$ cat src/verilog/ciph_pkg.sv
// Shared encodings for the AES round controller; select words are one-hot, handshakes sparse

package ciph_pkg;

  //////////////////////////////
  // Sparse handshake words
  //////////////////////////////

  // HIGH keeps bit 0 set and bit 1 clear, LOW is the mirror image.
  // All-zeros and all-ones are both fault values.
  typedef enum logic [1:0] {
    SP2V_HIGH = 2'b01,
    SP2V_LOW  = 2'b10
  } sp2v_e;

  // Per-rail view of the same word
  typedef struct packed {
    logic rail_n;  // Rail 1, active low
    logic rail_p;  // Rail 0, active high
  } sp2v_rails_t;

  // One word, two readings: encoding check and rail fan-out
  typedef union packed {
    sp2v_e       enc;
    sp2v_rails_t rails;
  } sp2v_u;

  //////////////////////////////
  // Data path selects
  //////////////////////////////

  typedef enum logic [2:0] {
    AES_128 = 3'b001,
    AES_192 = 3'b010,
    AES_256 = 3'b100
  } key_len_e;

  typedef enum logic [2:0] {
    STATE_INIT  = 3'b001,
    STATE_ROUND = 3'b010,
    STATE_CLEAR = 3'b100
  } state_sel_e;

  typedef enum logic [2:0] {
    ADD_RK_INIT  = 3'b001,
    ADD_RK_ROUND = 3'b010,
    ADD_RK_FINAL = 3'b100
  } add_rk_sel_e;

  //////////////////////////////
  // Sizes and round counts
  //////////////////////////////

  localparam int unsigned RndCtrWidth = 4;
  localparam int unsigned NumRails    = 2;  // One rail per bit of sp2v_e

  localparam int unsigned Rounds128 = 10;
  localparam int unsigned Rounds192 = 12;
  localparam int unsigned Rounds256 = 14;

endpackage

$ cat src/verilog/ciph_sp2v_chk.sv
// Pure combinational; a word other than 01 or 10 on either input raises enc_err_o at once
`timescale 1ns/100ps

module ciph_sp2v_chk (
  input  logic                  clk_i,              // Assertion sampling only
  input  logic                  rst_ni,
  input  ciph_pkg::sp2v_u       in_valid_i,
  input  ciph_pkg::sp2v_u       out_ready_i,
  output ciph_pkg::sp2v_rails_t in_valid_rails_o,
  output ciph_pkg::sp2v_rails_t out_ready_rails_o,
  output logic                  enc_err_o
);

  logic in_valid_bad;
  logic out_ready_bad;

  // Encoding check on the enumerated view
  assign in_valid_bad  = !(in_valid_i.enc inside {ciph_pkg::SP2V_HIGH, ciph_pkg::SP2V_LOW});
  assign out_ready_bad = !(out_ready_i.enc inside {ciph_pkg::SP2V_HIGH, ciph_pkg::SP2V_LOW});

  assign enc_err_o = in_valid_bad | out_ready_bad;

  // Rail view goes straight on, each rail picks its own bit
  assign in_valid_rails_o  = in_valid_i.rails;
  assign out_ready_rails_o = out_ready_i.rails;

  //////////////////////////////
  // Assertions
  //////////////////////////////

  // An X here would slip past both rails unnoticed
  enc_err_known_a : assert property (
    @(posedge clk_i) disable iff (!rst_ni)
    !$isunknown(enc_err_o)
  ) else $error("enc_err_o is unknown");

endmodule

$ cat src/verilog/ciph_ctrl_rail.sv
// One controller rail; all outputs are Moore, and Inverted flips only the handshake bits
`timescale 1ns/100ps

module ciph_ctrl_rail #(
  parameter bit Inverted = 1'b0   // 1 for the active-low rail
) (
  input  logic                             clk_i,
  input  logic                             rst_ni,
  input  logic                             in_valid_i,
  output logic                             in_ready_o,
  output logic                             out_valid_o,
  input  logic                             out_ready_i,
  input  ciph_pkg::key_len_e               key_len_i,
  input  logic                             err_i,
  output ciph_pkg::state_sel_e             state_sel_o,
  output ciph_pkg::add_rk_sel_e            add_rk_sel_o,
  output logic [ciph_pkg::RndCtrWidth-1:0] rnd_ctr_o,
  output logic                             alert_o
);

  // Sparse state codes, pairwise distance of at least two
  localparam logic [4:0] ST_IDLE   = 5'b01110;
  localparam logic [4:0] ST_INIT   = 5'b11011;
  localparam logic [4:0] ST_ROUND  = 5'b00101;
  localparam logic [4:0] ST_FINISH = 5'b10000;
  localparam logic [4:0] ST_ERROR  = 5'b11101;

  logic [4:0]                       state_d, state_q;
  logic [ciph_pkg::RndCtrWidth-1:0] rnd_ctr_d, rnd_ctr_q;
  logic [ciph_pkg::RndCtrWidth-1:0] num_rnd_d, num_rnd_q;
  logic [ciph_pkg::RndCtrWidth-1:0] num_rnd_sel;
  logic                             in_valid, out_ready;
  logic                             in_ready, out_valid;

  //////////////////////////////
  // Handshake polarity
  //////////////////////////////

  assign in_valid    = in_valid_i ^ Inverted;
  assign out_ready   = out_ready_i ^ Inverted;
  assign in_ready_o  = in_ready ^ Inverted;
  assign out_valid_o = out_valid ^ Inverted;

  // Round count per key length
  always_comb begin : key_len_rounds
    case (key_len_i)
      ciph_pkg::AES_192: num_rnd_sel = ciph_pkg::RndCtrWidth'(ciph_pkg::Rounds192);
      ciph_pkg::AES_256: num_rnd_sel = ciph_pkg::RndCtrWidth'(ciph_pkg::Rounds256);
      default:           num_rnd_sel = ciph_pkg::RndCtrWidth'(ciph_pkg::Rounds128);
    endcase
  end

  //////////////////////////////
  // FSM
  //////////////////////////////

  always_comb begin : fsm_comb
    state_d      = state_q;
    rnd_ctr_d    = rnd_ctr_q;
    num_rnd_d    = num_rnd_q;
    in_ready     = 1'b0;
    out_valid    = 1'b0;
    alert_o      = 1'b0;
    state_sel_o  = ciph_pkg::STATE_CLEAR;
    add_rk_sel_o = ciph_pkg::ADD_RK_INIT;

    case (state_q)
      ST_IDLE: begin
        in_ready = 1'b1;
        if (in_valid) begin
          num_rnd_d = num_rnd_sel;  // Key length sampled on accept
          state_d   = ST_INIT;
        end
      end
      ST_INIT: begin
        state_sel_o = ciph_pkg::STATE_INIT;
        rnd_ctr_d   = ciph_pkg::RndCtrWidth'(1);
        state_d     = ST_ROUND;
      end
      ST_ROUND: begin
        state_sel_o = ciph_pkg::STATE_ROUND;
        if (rnd_ctr_q == num_rnd_q) begin
          add_rk_sel_o = ciph_pkg::ADD_RK_FINAL;  // Last round skips MixColumns
          rnd_ctr_d    = '0;
          state_d      = ST_FINISH;
        end else begin
          add_rk_sel_o = ciph_pkg::ADD_RK_ROUND;
          rnd_ctr_d    = rnd_ctr_q + ciph_pkg::RndCtrWidth'(1);
        end
      end
      ST_FINISH: begin
        out_valid = 1'b1;
        if (out_ready) begin
          state_d = ST_IDLE;  // Completing edge
        end
      end
      ST_ERROR: begin
        alert_o = 1'b1;  // Terminal, only reset leaves
      end
      default: begin
        state_d = ST_ERROR;  // Corrupted state code
      end
    endcase

    // Any fault wins over normal sequencing
    if (err_i) begin
      state_d   = ST_ERROR;
      rnd_ctr_d = '0;
    end
  end

  always_ff @(posedge clk_i or negedge rst_ni) begin : fsm_regs
    if (!rst_ni) begin
      state_q   <= ST_IDLE;
      rnd_ctr_q <= '0;
      num_rnd_q <= ciph_pkg::RndCtrWidth'(ciph_pkg::Rounds128);
    end else begin
      state_q   <= state_d;
      rnd_ctr_q <= rnd_ctr_d;
      num_rnd_q <= num_rnd_d;
    end
  end

  assign rnd_ctr_o = rnd_ctr_q;

  //////////////////////////////
  // Assertions
  //////////////////////////////

  // Result is held under back-pressure
  out_valid_hold_a : assert property (
    @(posedge clk_i) disable iff (!rst_ni)
    out_valid && !out_ready && !err_i |=> out_valid
  ) else $error("out_valid dropped before out_ready");

  rnd_ctr_range_a : assert property (
    @(posedge clk_i) disable iff (!rst_ni)
    rnd_ctr_q <= ciph_pkg::RndCtrWidth'(ciph_pkg::Rounds256)
  ) else $error("round counter beyond Rounds256");

endmodule

$ cat src/verilog/ciph_rail_combine.sv
// Merges rail outputs combinationally; err_o feeds straight back, so rail outputs must stay Moore
`timescale 1ns/100ps

module ciph_rail_combine (
  input  logic                                                 clk_i,
  input  logic                                                 rst_ni,
  input  logic                  [ciph_pkg::NumRails-1:0]       in_ready_i,
  input  logic                  [ciph_pkg::NumRails-1:0]       out_valid_i,
  input  ciph_pkg::state_sel_e  [ciph_pkg::NumRails-1:0]       state_sel_i,
  input  ciph_pkg::add_rk_sel_e [ciph_pkg::NumRails-1:0]       add_rk_sel_i,
  input  logic [ciph_pkg::NumRails-1:0][ciph_pkg::RndCtrWidth-1:0] rnd_ctr_i,
  input  logic                  [ciph_pkg::NumRails-1:0]       alert_i,
  input  logic                                                 enc_err_i,
  input  logic                                                 alert_fatal_i,
  output ciph_pkg::sp2v_e                                      in_ready_o,
  output ciph_pkg::sp2v_e                                      out_valid_o,
  output ciph_pkg::state_sel_e                                 state_sel_o,
  output ciph_pkg::add_rk_sel_e                                add_rk_sel_o,
  output logic                  [ciph_pkg::RndCtrWidth-1:0]    round_o,
  output logic                                                 alert_o,
  output logic                                                 err_o
);

  logic [$bits(ciph_pkg::state_sel_e)-1:0]  state_sel_or;
  logic [$bits(ciph_pkg::add_rk_sel_e)-1:0] add_rk_sel_or;
  logic [ciph_pkg::RndCtrWidth-1:0]         rnd_ctr_or;
  logic                                     mr_err;
  logic                                     hs_err;

  //////////////////////////////
  // Handshake outputs
  //////////////////////////////

  // Rail 0 lands on bit 0, rail 1 on bit 1
  assign in_ready_o  = ciph_pkg::sp2v_e'(in_ready_i);
  assign out_valid_o = ciph_pkg::sp2v_e'(out_valid_i);

  // Rails disagree when the merged word is 00 or 11
  assign hs_err = !(in_ready_o inside {ciph_pkg::SP2V_HIGH, ciph_pkg::SP2V_LOW}) ||
                  !(out_valid_o inside {ciph_pkg::SP2V_HIGH, ciph_pkg::SP2V_LOW});

  //////////////////////////////
  // Selects and counter
  //////////////////////////////

  always_comb begin : combine_rails
    state_sel_or  = '0;
    add_rk_sel_or = '0;
    rnd_ctr_or    = '0;
    for (int i = 0; i < ciph_pkg::NumRails; i++) begin
      state_sel_or  |= state_sel_i[i];
      add_rk_sel_or |= add_rk_sel_i[i];
      rnd_ctr_or    |= rnd_ctr_i[i];
    end

    // A rail that differs from the OR is out of step
    mr_err = 1'b0;
    for (int i = 0; i < ciph_pkg::NumRails; i++) begin
      if (state_sel_or  != state_sel_i[i]  ||
          add_rk_sel_or != add_rk_sel_i[i] ||
          rnd_ctr_or    != rnd_ctr_i[i]) begin
        mr_err = 1'b1;
      end
    end
  end

  assign state_sel_o  = ciph_pkg::state_sel_e'(state_sel_or);
  assign add_rk_sel_o = ciph_pkg::add_rk_sel_e'(add_rk_sel_or);
  assign round_o      = rnd_ctr_or;

  assign alert_o = |alert_i;
  assign err_o   = mr_err | hs_err | enc_err_i | alert_fatal_i;  // Back to both rails

  //////////////////////////////
  // Assertions
  //////////////////////////////

  // No result may leave while the alert is up
  alert_blocks_valid_a : assert property (
    @(posedge clk_i) disable iff (!rst_ni)
    alert_o |-> out_valid_o == ciph_pkg::SP2V_LOW
  ) else $error("out_valid_o not LOW under alert");

endmodule

$ cat src/verilog/ciph_ctrl_top.sv
// One block in flight at a time; key_len_i is only sampled on the accepting edge
`timescale 1ns/100ps

module ciph_ctrl_top (
  input  logic                             clk_i,
  input  logic                             rst_ni,
  input  ciph_pkg::sp2v_u                  in_valid_i,
  output ciph_pkg::sp2v_e                  in_ready_o,
  output ciph_pkg::sp2v_e                  out_valid_o,
  input  ciph_pkg::sp2v_u                  out_ready_i,
  input  ciph_pkg::key_len_e               key_len_i,
  input  logic                             alert_fatal_i,
  output ciph_pkg::state_sel_e             state_sel_o,
  output ciph_pkg::add_rk_sel_e            add_rk_sel_o,
  output logic [ciph_pkg::RndCtrWidth-1:0] round_o,
  output logic                             alert_o
);

  ciph_pkg::sp2v_rails_t in_valid_rails;
  ciph_pkg::sp2v_rails_t out_ready_rails;
  logic                  enc_err;
  logic                  err;

  // Per-rail outputs, index is the rail number
  logic                  [ciph_pkg::NumRails-1:0]                        rail_in_ready;
  logic                  [ciph_pkg::NumRails-1:0]                        rail_out_valid;
  ciph_pkg::state_sel_e  [ciph_pkg::NumRails-1:0]                        rail_state_sel;
  ciph_pkg::add_rk_sel_e [ciph_pkg::NumRails-1:0]                        rail_add_rk_sel;
  logic                  [ciph_pkg::NumRails-1:0][ciph_pkg::RndCtrWidth-1:0] rail_rnd_ctr;
  logic                  [ciph_pkg::NumRails-1:0]                        rail_alert;

  ciph_sp2v_chk u_sp2v_chk (
    .clk_i             ( clk_i           ),
    .rst_ni            ( rst_ni          ),
    .in_valid_i        ( in_valid_i      ),
    .out_ready_i       ( out_ready_i     ),
    .in_valid_rails_o  ( in_valid_rails  ),
    .out_ready_rails_o ( out_ready_rails ),
    .enc_err_o         ( enc_err         )
  );

  //////////////////////////////
  // Redundant rails
  //////////////////////////////

  ciph_ctrl_rail #(
    .Inverted ( 1'b0 )
  ) u_rail_p (
    .clk_i        ( clk_i                  ),
    .rst_ni       ( rst_ni                 ),
    .in_valid_i   ( in_valid_rails.rail_p  ),
    .in_ready_o   ( rail_in_ready[0]       ),
    .out_valid_o  ( rail_out_valid[0]      ),
    .out_ready_i  ( out_ready_rails.rail_p ),
    .key_len_i    ( key_len_i              ),
    .err_i        ( err                    ),
    .state_sel_o  ( rail_state_sel[0]      ),
    .add_rk_sel_o ( rail_add_rk_sel[0]     ),
    .rnd_ctr_o    ( rail_rnd_ctr[0]        ),
    .alert_o      ( rail_alert[0]          )
  );

  ciph_ctrl_rail #(
    .Inverted ( 1'b1 )
  ) u_rail_n (
    .clk_i        ( clk_i                  ),
    .rst_ni       ( rst_ni                 ),
    .in_valid_i   ( in_valid_rails.rail_n  ),  // Active low
    .in_ready_o   ( rail_in_ready[1]       ),
    .out_valid_o  ( rail_out_valid[1]      ),
    .out_ready_i  ( out_ready_rails.rail_n ),
    .key_len_i    ( key_len_i              ),
    .err_i        ( err                    ),
    .state_sel_o  ( rail_state_sel[1]      ),
    .add_rk_sel_o ( rail_add_rk_sel[1]     ),
    .rnd_ctr_o    ( rail_rnd_ctr[1]        ),
    .alert_o      ( rail_alert[1]          )
  );

  ciph_rail_combine u_rail_combine (
    .clk_i         ( clk_i           ),
    .rst_ni        ( rst_ni          ),
    .in_ready_i    ( rail_in_ready   ),
    .out_valid_i   ( rail_out_valid  ),
    .state_sel_i   ( rail_state_sel  ),
    .add_rk_sel_i  ( rail_add_rk_sel ),
    .rnd_ctr_i     ( rail_rnd_ctr    ),
    .alert_i       ( rail_alert      ),
    .enc_err_i     ( enc_err         ),
    .alert_fatal_i ( alert_fatal_i   ),
    .in_ready_o    ( in_ready_o      ),
    .out_valid_o   ( out_valid_o     ),
    .state_sel_o   ( state_sel_o     ),
    .add_rk_sel_o  ( add_rk_sel_o    ),
    .round_o       ( round_o         ),
    .alert_o       ( alert_o         ),
    .err_o         ( err             )
  );

endmodule

$ cat config.mk
export PLATFORM = sky130hd
export DESIGN_NAME = ciph_ctrl_top
export DESIGN_NICKNAME = d
export VERILOG_FILES = /design/src/verilog/ciph_pkg.sv /design/src/verilog/ciph_sp2v_chk.sv /design/src/verilog/ciph_ctrl_rail.sv /design/src/verilog/ciph_rail_combine.sv /design/src/verilog/ciph_ctrl_top.sv
export SDC_FILE = /design/constraint.sdc
export NUM_CORES = 1
export LEC_CHECK = 0
export BUFFER_PORTS_ARGS = -buffer_cell sky130_fd_sc_hd__clkbuf_2
export CORE_UTILIZATION = 40
export DETAILED_ROUTE_END_ITERATION = 8
export PLACE_DENSITY = 0.65
export SYNTH_ARGS = -nofsm -noshare
export SYNTH_HDL_FRONTEND = slang
export SYNTH_SLANG_ARGS = --single-unit
export TNS_END_PERCENT = 30
$ cat constraint.sdc
create_clock -name clk_i -period 4.1 [get_ports clk_i]
set_input_delay 0.82 -clock clk_i [delete_from_list [all_inputs] [get_ports clk_i]]
set_output_delay 0.82 -clock clk_i [all_outputs]
set_load 0.01 [all_outputs]
==> results of run 1 <==
==> worst max-delay path: cells and delay by family, from the launching register on <==
family | cells | cell delay, ns
AND/OR/NAND/NOR | 4 | 1.08
flip-flops | 1 | 0.57
buffers and inverters | 1 | 0.13
==> flip-flops by register name, summed over array words and instances, names as in the netlist <==
register,flops
u_rail_n.num_rnd_q,2
u_rail_n.rnd_ctr_o,4
u_rail_n.state_q,5
u_rail_p.num_rnd_q,2
u_rail_p.rnd_ctr_o,4
u_rail_p.state_q,5
==> cell type report <==
cell class	instances	area, um2	share of cell area [%]
flip-flops and latches	22	561	32.6
repair buffers	24	120	6.98
inverters	3	11.3	0.655
clock buffers	4	45.0	2.62
well taps	48	60.1	3.49
multi-input cells	138	923	53.7
==> cell families (layout without fill, tap and decap cells) <==
logic type / after synthesis / in the layout
xor gates and xnor gates: 11 / 11
DFF: 22 / 22
and+or+nand+nor: 88 / 88
adders and majority gates: 2 / 2
buffers and inverters: 11 / 31
muxes: 3 / 3
AOI/OAI and AO/OA: 34 / 34
==> per-layer routing <==
metal  share of wire (%)  wire (um)  global-route usage [%]  vias up
met5                   0          0                       0        -
met4                 2.1         78                    10.0        0
met3                 4.0        152                    2.68        6
met2                  47       1790                    31.7       46
met1                  47       1770                    27.8      680
li1                    -          -                       -      678
==> metrics by stage <==
stage	total power [mW]	cells	area, um2	hold WS, ns
floorplan	0.235	171	1560	0.488
global placement	0.246	235	1680	0.507
detailed placement	0.247	235	1680	0.506
CTS	0.385	239	1720	0.518
global route	0.398	239	1720	0.566
finish	0.380	239	1720	0.513
==> power by group through the flow <==
stage | combinational (mW) | sequential, mW | clock [mW]
after floorplan | 0.0116 | 0.223 | 0
after global placement | 0.0225 | 0.223 | 0
after detailed placement | 0.0234 | 0.224 | 0
after CTS | 0.0235 | 0.220 | 0.143
after global routing | 0.0262 | 0.220 | 0.152
final | 0.0231 | 0.220 | 0.138
==> cells in the final DEF (no fill, tap or decap), types with 2 or more instances in the layout <==
master	count
nand3b_1	2
nor4_1	4
inv_1	3
nand3_1	11
clkbuf_2	24
o22ai_1	3
o21ai_0	6
a22oi_1	2
dfrtp_1	14
dfstp_2	8
nand4b_1	2
mux2_2	3
a21oi_1	7
nand2b_1	4
o211ai_1	3
a211oi_1	2
clkbuf_8	3
o21ai_1	2
and4b_1	3
and2_1	5
or2_2	4
or4b_2	2
ha_1	2
or4_4	2
nand2_1	19
nor2_1	8
nor3_1	12
xor2_1	7
o21a_1	2
xnor2_1	4
nor3b_1	2
==> worst max path at each step <==
stage,from,endpoint,slack [ns],cells after the start
floorplan,in_valid_i[1],u_rail_p.state_q[1],1.70,6
global placement,in_valid_i[1],u_rail_p.state_q[1],1.54,6
detailed placement,in_valid_i[1],u_rail_p.rnd_ctr_o[3],1.47,6
CTS,u_rail_p.state_q[2],add_rk_sel_o[2],1.26,5
global route,u_rail_p.state_q[2],add_rk_sel_o[2],1.14,5
finish,u_rail_p.state_q[2],add_rk_sel_o[2],1.25,5
==> metrics.cfg, run 1 <==
[outcome]
status=complete, no violations

[logic_synthesis]
synth_compound_area_share_pct=15.4
synth_fa_ha_area_share_pct=1.61
synth_flop_cell=dfrtp_1
synthArstFlopShare_pct=100
synth_most_common_cell=nand2_1
synthSimpleGateAreaFrac_pct=34.0
yosysWarnings=0
ys_types=48
yosysSeqAreaShare_pct=36.0
netlist_area_um2=1560
syn_nets=183
synth_top_family_by_area=simple AND/OR/NAND/NOR gates
synth_top_area_share_pct=22.5
yosysTopAreaCell=dfrtp_1
synth_commonest_cells=19 x nand2_1, 14 x dfrtp_1, 12 x nor3_1
synth-edff-count=0
netlist_top_cells_area=dfrtp_1 23%, dfstp_2 14%, nand2_1 4.6%
muxShareOfSynthArea_pct=2.17
syn_area_per_cell_um2=9.09
netlist_instances=171
ys_seq_elements=22
synthXorXnorAreaFrac_pct=6.19

[setup_path]
path_max_fanout=5
cp-end-kind=output port
cp_slowest_stage_delay_ns=0.57
crit_chain=nor4b_1 > and2_1 > nand2_1 > nand2_1 > clkbuf_2
required_ns=3.28
arrival_ns=2.03
rr_endpoint=u_rail_p.state_q[4]
cp-start-kind=register
ff2ff_path_depth=5
crit_path_frequent_cell=nand2_1
critPathKind=register to output port
timing.rr.start=u_rail_p.state_q[2]
ff2ff_setup_slack_ns=1.67
critPathSlowestCell=dfstp_2

[floorplanning]
die_h_um=64.4
start_util_pct=42.2
die_w_um=64.4
fp.coreArea_um2=3690
die_area_um2=4140
rows=22
io_pins=25

[min_path]
hold_depth=2
min_from=u_rail_n.num_rnd_q[1]
worst_hold_path_type=register to register
min_to=u_rail_n.num_rnd_q[1]

[drt]
drt_pass1_iterations=4
vias=1410
wl_um=3790
remaining_drc_errors=0
postRouteAntennaNets=0
viasPerCell=5.90
routedWlPerCell_um=15.9
drtIter0Drc=91

[power]
seqPwrFrac_pct=57.7
power_frac_clock_pct=36.2
combPwrFrac_pct=6.1
swShare_pct=22.0
p_int_mw=0.297
p_sw_mw=0.0838
leakagePower_nw=0.723
p_per_area_nw_per_um2=221
ir_drop_v=0.000123

[clocking]
cts_root_buf=clkbuf_8
insertion_delay_ns=0.26
cts_tree=done
ctsResizeCount=0
post-cts-setup-buffers=0
cts_made_buffers=3
htreeDepth=1
clkTransAtPathRegs_ns=0.08
cts_sinks=22
ctsLongestPathBuffers=2
hold_buffers=0

[timing]
relSlewSlack_pct=54.4
slew_viol_final=0
rsz0062_at_grt=no
fmax_mhz=350
setup_tns_ns=0
setup_ws_ns=1.25
worstMarginPinSlew_ns=0.679
final.min_clock_period_ns=2.85
setup_viol=0
hold_viol=0
final.setup_skew_ns=0.000904
post-route-period-util_pct=69.6

[finish]
area_delta_synth_final_pct=10.6
antennaDiodeCount=0
fillCellCount=364
drive_gt1_share_pct=26.2
final_util_pct=46.6
layout.nets=204

[placed_design]
dp_slack_ns=1.47
port_buffers=24
gp_congestion=0.899
hpwl_um=2910

[global_routing]
grt_pass1_vias=1351
grt.overflow.total=0
grt_pass1_wl_um=6410
grt_use_total_pct=20.5
grt_max_degree=23
antenna_found_initial=0

[job]
cap_violations=0

Note: power is estimated with default switching activity, not from simulation.
==> inputs of run 2 (changes only) <==
--- a/config.mk
+++ b/config.mk
@@ -5,10 +5,11 @@
 export SDC_FILE = /design/constraint.sdc
 export NUM_CORES = 1
 export LEC_CHECK = 0
+export ABC_AREA = 1
 export BUFFER_PORTS_ARGS = -buffer_cell sky130_fd_sc_hd__clkbuf_2
 export CORE_UTILIZATION = 40
 export DETAILED_ROUTE_END_ITERATION = 8
-export PLACE_DENSITY = 0.65
+export PLACE_DENSITY = 0.64
 export SYNTH_ARGS = -nofsm -noshare
 export SYNTH_HDL_FRONTEND = slang
 export SYNTH_SLANG_ARGS = --single-unit
==> constraint.sdc (replaced) <==
create_clock -name clk_i -period 2.9 [get_ports clk_i]
set_input_delay 0.58 -clock clk_i [delete_from_list [all_inputs] [get_ports clk_i]]
set_output_delay 0.58 -clock clk_i [all_outputs]
set_load 0.01 [all_outputs]
==> run 2 against run 1 <==
Against the previous run: synthesized cell count rose by 61%; final area rose by 10%; setup slack got worse by 0.77 ns; largest power group unchanged; register-to-register slack got worse by 0.84 ns; global-route usage rose by 0.56 points; clock skew rose by 0.0055 ns.
==> metrics.cfg, run 2 <==
[outcome]
status=complete, no violations

[floorplanning]
start_util_pct=42.3  ; +0.11 points
die_h_um=67.5  ; +4.9%
die_area_um2=4550  ; +10%
rows=23  ; +4.5%
io_pins=25  ; unchanged
fp.coreArea_um2=4060  ; +10%
die_w_um=67.5  ; +4.9%

[setup_path]
critPathKind=register to output port
required_ns=2.32  ; -0.96 ns
ff2ff_path_depth=11  ; +6
arrival_ns=1.85  ; -0.18 ns
cp-start-kind=register
ff2ff_setup_slack_ns=0.83  ; -0.84 ns
cp-end-kind=output port
path_max_fanout=6  ; +1

[clocking]
insertion_delay_ns=0.27  ; about the same
ctsLongestPathBuffers=2  ; unchanged
post-cts-setup-buffers=0  ; unchanged
clkTransAtPathRegs_ns=0.08  ; about the same
htreeDepth=1  ; unchanged
cts_sinks=22  ; unchanged
ctsResizeCount=0  ; unchanged
cts_root_buf=clkbuf_8
cts_made_buffers=3  ; unchanged
hold_buffers=0  ; unchanged
cts_tree=done

[global_routing]
grt_max_degree=23  ; unchanged
grt.overflow.total=0  ; unchanged
grt_use_total_pct=21.0  ; +0.56 points
antenna_found_initial=0  ; unchanged
grt_pass1_vias=1514  ; +12%
grt_pass1_wl_um=7040  ; +9.8%

[placed_design]
place_area_um2=1840  ; +10%
hpwl_um=3550  ; +22%
gp_congestion=0.899  ; unchanged
port_buffers=24  ; unchanged
placed_cells=343  ; +46%

[finish]
area_delta_synth_final_pct=10.7  ; about the same
layout.nets=310  ; +52%
top_regs=u_rail_n.state_q x5, u_rail_p.state_q x5
final_common_cell=nand2_1
drive_gt1_share_pct=18.5  ; -7.7 points
antennaDiodeCount=0  ; unchanged
fin_cells=347  ; +45%
final_area_um2=1900  ; +10%
final_util_pct=46.8  ; +0.17 points
layout_common_cells=94 x nand2_1, 40 x nor2_1, 37 x inv_1, 24 x clkbuf_2, 20 x nand3_1

[timing]
fmax_mhz=412
hold_viol=0  ; unchanged
setup_viol=0  ; unchanged
slew_viol_final=0  ; unchanged
post-route-period-util_pct=83.7
setup_tns_ns=0  ; unchanged
final.min_clock_period_ns=2.43
rsz0062_at_grt=no
relSlewSlack_pct=63.3  ; +8.9 points
worstMarginPinSlew_ns=0.551  ; -0.127 ns
final.setup_skew_ns=0.00636  ; +0.00545 ns

[drt]
drt_pass1_iterations=5  ; +1
postRouteAntennaNets=0  ; unchanged
drtIter0Drc=117  ; +29%
wl_um=4310  ; +14%
routedWlPerCell_um=12.4  ; -22%
viasPerCell=4.92  ; -17%
remaining_drc_errors=0  ; unchanged
vias=1708  ; +21%

[logic_synthesis]
yosysWarnings=0  ; unchanged
netlist_area_um2=1720  ; +10%
synth_top_area_share_pct=20.6  ; -2.0 points
syn_area_per_cell_um2=6.22  ; -32%
ys_types=26  ; -46%
netlist_instances=276  ; +61%
yosysSeqAreaShare_pct=32.7  ; -3.4 points
synth-edff-count=0  ; unchanged
synthArstFlopShare_pct=100  ; unchanged
synth_flop_cell=dfrtp_1
synth_compound_area_share_pct=5.98  ; -9.5 points
yosysTopAreaCell=nand2_1
ys_seq_elements=22  ; unchanged
synth_fa_ha_area_share_pct=1.46  ; -0.15 points
syn_nets=288  ; +57%
muxShareOfSynthArea_pct=0  ; -2.2 points
synthXorXnorAreaFrac_pct=2.04  ; -4.2 points
synthSimpleGateAreaFrac_pct=45.2  ; +11 points
netlist_top_cells_area=nand2_1 21%, dfrtp_1 20%, dfstp_2 12%
synth_top_family_by_area=simple AND/OR/NAND/NOR gates
synth_commonest_cells=94 x nand2_1, 40 x nor2_1, 37 x inv_1
synth_most_common_cell=nand2_1

[power]
power.total_mw=0.578  ; +52%
ir_drop_v=0.000207  ; +68%
combPwrFrac_pct=7.1  ; +1.0 points
p_int_mw=0.446  ; +50%
leakagePower_nw=1.07  ; +48%
power_frac_clock_pct=38.7  ; +2.5 points
p_sw_mw=0.132  ; +57%
seqPwrFrac_pct=54.2  ; -3.5 points
p_per_area_nw_per_um2=304  ; +38%
swShare_pct=22.8  ; +0.79 points

[job]
cap_violations=0  ; unchanged

[min_path]
worst_hold_path_type=primary input to async pin

[run 2: kinds of logic (layout without fill, tap and decap cells)]
family / Yosys count / after routing
DFF: 22 / 22
xor gates and xnor gates: 4 / 4
AOI/OAI and AO/OA: 20 / 20
and+or+nand+nor: 178 / 178
adders and majority gates: 2 / 2
buffers and inverters: 50 / 71
[run 2: layout make-up]
cell class	instances	area, um2
clock buffer	4	55.1
fill	440	2160
inverter	43	163
multi-input combinational	204	938
sequential	22	561
tap	50	62.6
timing repair buffer	24	120
[run 2: power by group through the flow]
stage	Combinational (mW)	Clock, mW	Sequential [mW]
2_1_floorplan	0.0244	0	0.319
3_3_place_gp	0.0412	0	0.319
3_5_place_dp	0.0417	0	0.319
4_1_cts	0.0418	0.228	0.314
5_1_grt	0.0482	0.241	0.314
6_report	0.0410	0.224	0.314
[run 2: path summary, 6_finish.rpt]
path	from	to
max	u_rail_p.state_q[2]	add_rk_sel_o[1]
min	rst_ni	u_rail_p.rnd_ctr_o[1]
max reg2reg	u_rail_n.state_q[2]	u_rail_n.state_q[0]
min reg2reg	u_rail_n.num_rnd_q[1]	u_rail_n.num_rnd_q[1]
max in group asynchronous	rst_ni	u_rail_p.state_q[1]
min in group clk_i	u_rail_n.num_rnd_q[1]	u_rail_n.num_rnd_q[1]
[run 2: metrics by stage]
stage                     hold slack, ns  setup WS [ns]
after global placement             0.513          0.790
after global routing               0.324          0.362
after CTS                          0.311          0.482
after detailed placement           0.514          0.776
final                              0.280          0.472
after floorplan                    0.284           1.10
[run 2: routing by layer]
metal  GRT usage (%)  routed length [um]  vias up
met1            31.5                2190      765
met3            2.36                 144        9
met2            30.7                1900       40
li1                -                   -      894
met4            7.45                  76        0
met5               0                   0        -
[run 2: critical path, cell delays in order, from the launching register on]
cell and delay (ns):
dfstp_2 0.59, inv_2 0.04, nor2_2 0.09, nand3_1 0.19, nor2_1 0.34, inv_1 0.13
nand2_1 0.08, clkbuf_2 0.12
==> inputs of run 3 (changes only) <==
--- a/config.mk
+++ b/config.mk
@@ -9,7 +9,7 @@
 export BUFFER_PORTS_ARGS = -buffer_cell sky130_fd_sc_hd__clkbuf_2
 export CORE_UTILIZATION = 40
 export DETAILED_ROUTE_END_ITERATION = 8
-export PLACE_DENSITY = 0.64
+export PLACE_DENSITY = 0.67
 export SYNTH_ARGS = -nofsm -noshare
 export SYNTH_HDL_FRONTEND = slang
 export SYNTH_SLANG_ARGS = --single-unit
==> constraint.sdc (replaced) <==
create_clock -name clk_i -period 2.05 [get_ports clk_i]
set_input_delay 0.41 -clock clk_i [delete_from_list [all_inputs] [get_ports clk_i]]
set_output_delay 0.41 -clock clk_i [all_outputs]
set_load 0.01 [all_outputs]
==> run 3 against run 2 <==
Against the previous run: first-iteration DRC count fell by 14%; routed wire length up 0.53%; register-to-register slack lost 0.63 ns; clock-buffer cell count is the same; flip-flop and latch count unchanged; utilization increased by 1.7 points; clock power is 28% higher; sequential share of layout area fell by 0.97 points; sequential power is 41% higher; power up 37%.
==> metrics.cfg, run 3 (synthesized netlist as in run 2, its figures left out) <==
[finish]
antennaDiodeCount=0  ; unchanged
top_regs=u_rail_n.state_q x5, u_rail_p.state_q x5
layout.nets=316  ; +1.9%
layout_common_cells=94 x nand2_1, 38 x nor2_1, 37 x inv_1, 23 x clkbuf_2, 19 x nand3_1
area_delta_synth_final_pct=14.7
final_common_cell=nand2_1
fin_cells=353  ; +1.7%
drive_gt1_share_pct=21.5  ; +2.9 points

[drt]
routedWlPerCell_um=12.3  ; -1.2%
viasPerCell=4.91  ; -0.26%
vias=1733  ; +1.5%
remaining_drc_errors=0  ; unchanged
drt_pass1_iterations=4  ; -1
drtIter0Drc=101  ; -14%
wl_um=4330  ; +0.53%
postRouteAntennaNets=0  ; unchanged

[setup_path]
critPathKind=register to output port
crit_chain=inv_2 > nor2_2 > nand3_2 > nor2_2 > inv_1 > nand2_1 > clkbuf_2
crit_path_start=u_rail_p.state_q[2]
cp_slowest_stage_delay_ns=0.59  ; about the same
timing.rr.start=u_rail_n.state_q[3]
cp-end-kind=output port
cp_top_family=flip-flops
critPathSlowestCell=dfstp_2
worst-path-buf-inv=3  ; unchanged
path_max_fanout=6  ; unchanged
cp-start-kind=register
crit_path_frequent_cell=nor2_2
required_ns=1.64  ; -0.68 ns
arrival_ns=1.58  ; -0.27 ns

[floorplanning]
start_util_pct=42.3  ; unchanged
io_pins=25  ; unchanged
rows=23  ; unchanged
die_area_um2=4550  ; unchanged
die_h_um=67.5  ; unchanged
fp.coreArea_um2=4060  ; unchanged
die_w_um=67.5  ; unchanged

[placed_design]
hpwl_um=3470  ; -2.4%
placed_cells=348  ; +1.5%
port_buffers=24  ; unchanged
gp_congestion=0.910  ; +1.2%

[timing]
hold_viol=0  ; unchanged
worstMarginPinSlew_ns=0.565  ; +0.0140 ns
rsz0062_at_grt=yes
final.min_clock_period_ns=1.99
final.setup_skew_ns=0.00702  ; +0.000665 ns
slew_viol_final=0  ; unchanged
fmax_mhz=502
setup_viol=0  ; unchanged
post-route-period-util_pct=97.3
relSlewSlack_pct=62.3  ; -0.93 points

[clocking]
cts_tree=done
clkTransAtPathRegs_ns=0.09  ; about the same
hold_buffers=0  ; unchanged
cts_sinks=22  ; unchanged
cts_made_buffers=3  ; unchanged
ctsLongestPathBuffers=2  ; unchanged
cts_root_buf=clkbuf_8
insertion_delay_ns=0.26  ; about the same
htreeDepth=1  ; unchanged

[global_routing]
grt_max_degree=23  ; unchanged
grt.overflow.total=0  ; unchanged
grt_use_total_pct=20.4  ; -0.58 points
grt_pass1_wl_um=6840  ; -2.9%
grt_pass1_vias=1502  ; -0.79%
antenna_found_initial=0  ; unchanged

[power]
p_int_mw=0.600  ; +35%
power.total_mw=0.793  ; +37%
combPwrFrac_pct=7.8  ; +0.7 points
ir_drop_v=0.000201  ; -2.7%
p_per_area_nw_per_um2=403  ; +32%
leakagePower_nw=1.09  ; +2.2%
p_sw_mw=0.193  ; +46%
seqPwrFrac_pct=55.9  ; +1.7 points
swShare_pct=24.3  ; +1.5 points
power_frac_clock_pct=36.2  ; -2.5 points

[outcome]
status=complete, no violations

[min_path]
worst_hold_path_type=primary input to async pin

[job]
cap_violations=0  ; unchanged

==> run 3: what timing repair did <==
action	in CTS	in global routing
resized for setup	4	7
buffers inserted	0	1
hold endpoints to repair	0	0
setup endpoints to repair	1	3
pin swaps	0	2
==> run 3: power groups by stage <==
stage	clock [mW]	combinational [mW]	sequential, mW
final	0.287	0.0621	0.444
after global routing	0.314	0.0704	0.445
after CTS	0.295	0.0624	0.444
after detailed placement	0	0.0621	0.451
after global placement	0	0.0609	0.451
after floorplan	0	0.0345	0.451
==> run 3: path summary, 6_finish.rpt <==
check,endpoint,slack [ns],cells after the start
worst max-delay path,add_rk_sel_o[1],0.06,7
worst min-delay path,u_rail_p.rnd_ctr_o[1],0.12,1
max in group asynchronous,u_rail_p.rnd_ctr_o[2],1.53,1
min in group clk_i,u_rail_n.num_rnd_q[1],0.47,4
worst max register to register,u_rail_n.state_q[0],0.20,11
worst min register to register,u_rail_n.num_rnd_q[1],0.53,2
==> run 3: area by class of cell <==
class	count	area, um2
Clock buffer	4	45.0
Multi-Input combinational cell	204	965
Sequential cell	22	562
Fill cell	416	2090
Inverter	43	169
Timing Repair Buffer	30	165
Tap cell	50	62.6
==> run 3: through the flow <==
stage / hold slack [ns] / instance area (um2) / setup TNS, ns / util (%) / setup slack (ns)
finish: 0.119 / 1970 / 0 / 48.5 / 0.0563
global route: 0.156 / 1970 / -0.0419 / 48.5 / -0.0246
CTS: 0.141 / 1950 / 0 / 47.9 / 0.00735
detailed placement: 0.435 / 1880 / 0 / 46.4 / 0.164
global placement: 0.432 / 1880 / 0 / 46.4 / 0.223
floorplan: 0.114 / 1720 / 0 / - / 0.424
==> run 3: routing by layer <==
layer  track usage (%)  part of all wire (%)  wire length, um
met1              28.3                    48             2070
met4              6.12                   1.1               47
met5                 0                     0                0
met2              33.2                    46             1990
met3              2.20                   5.2              227
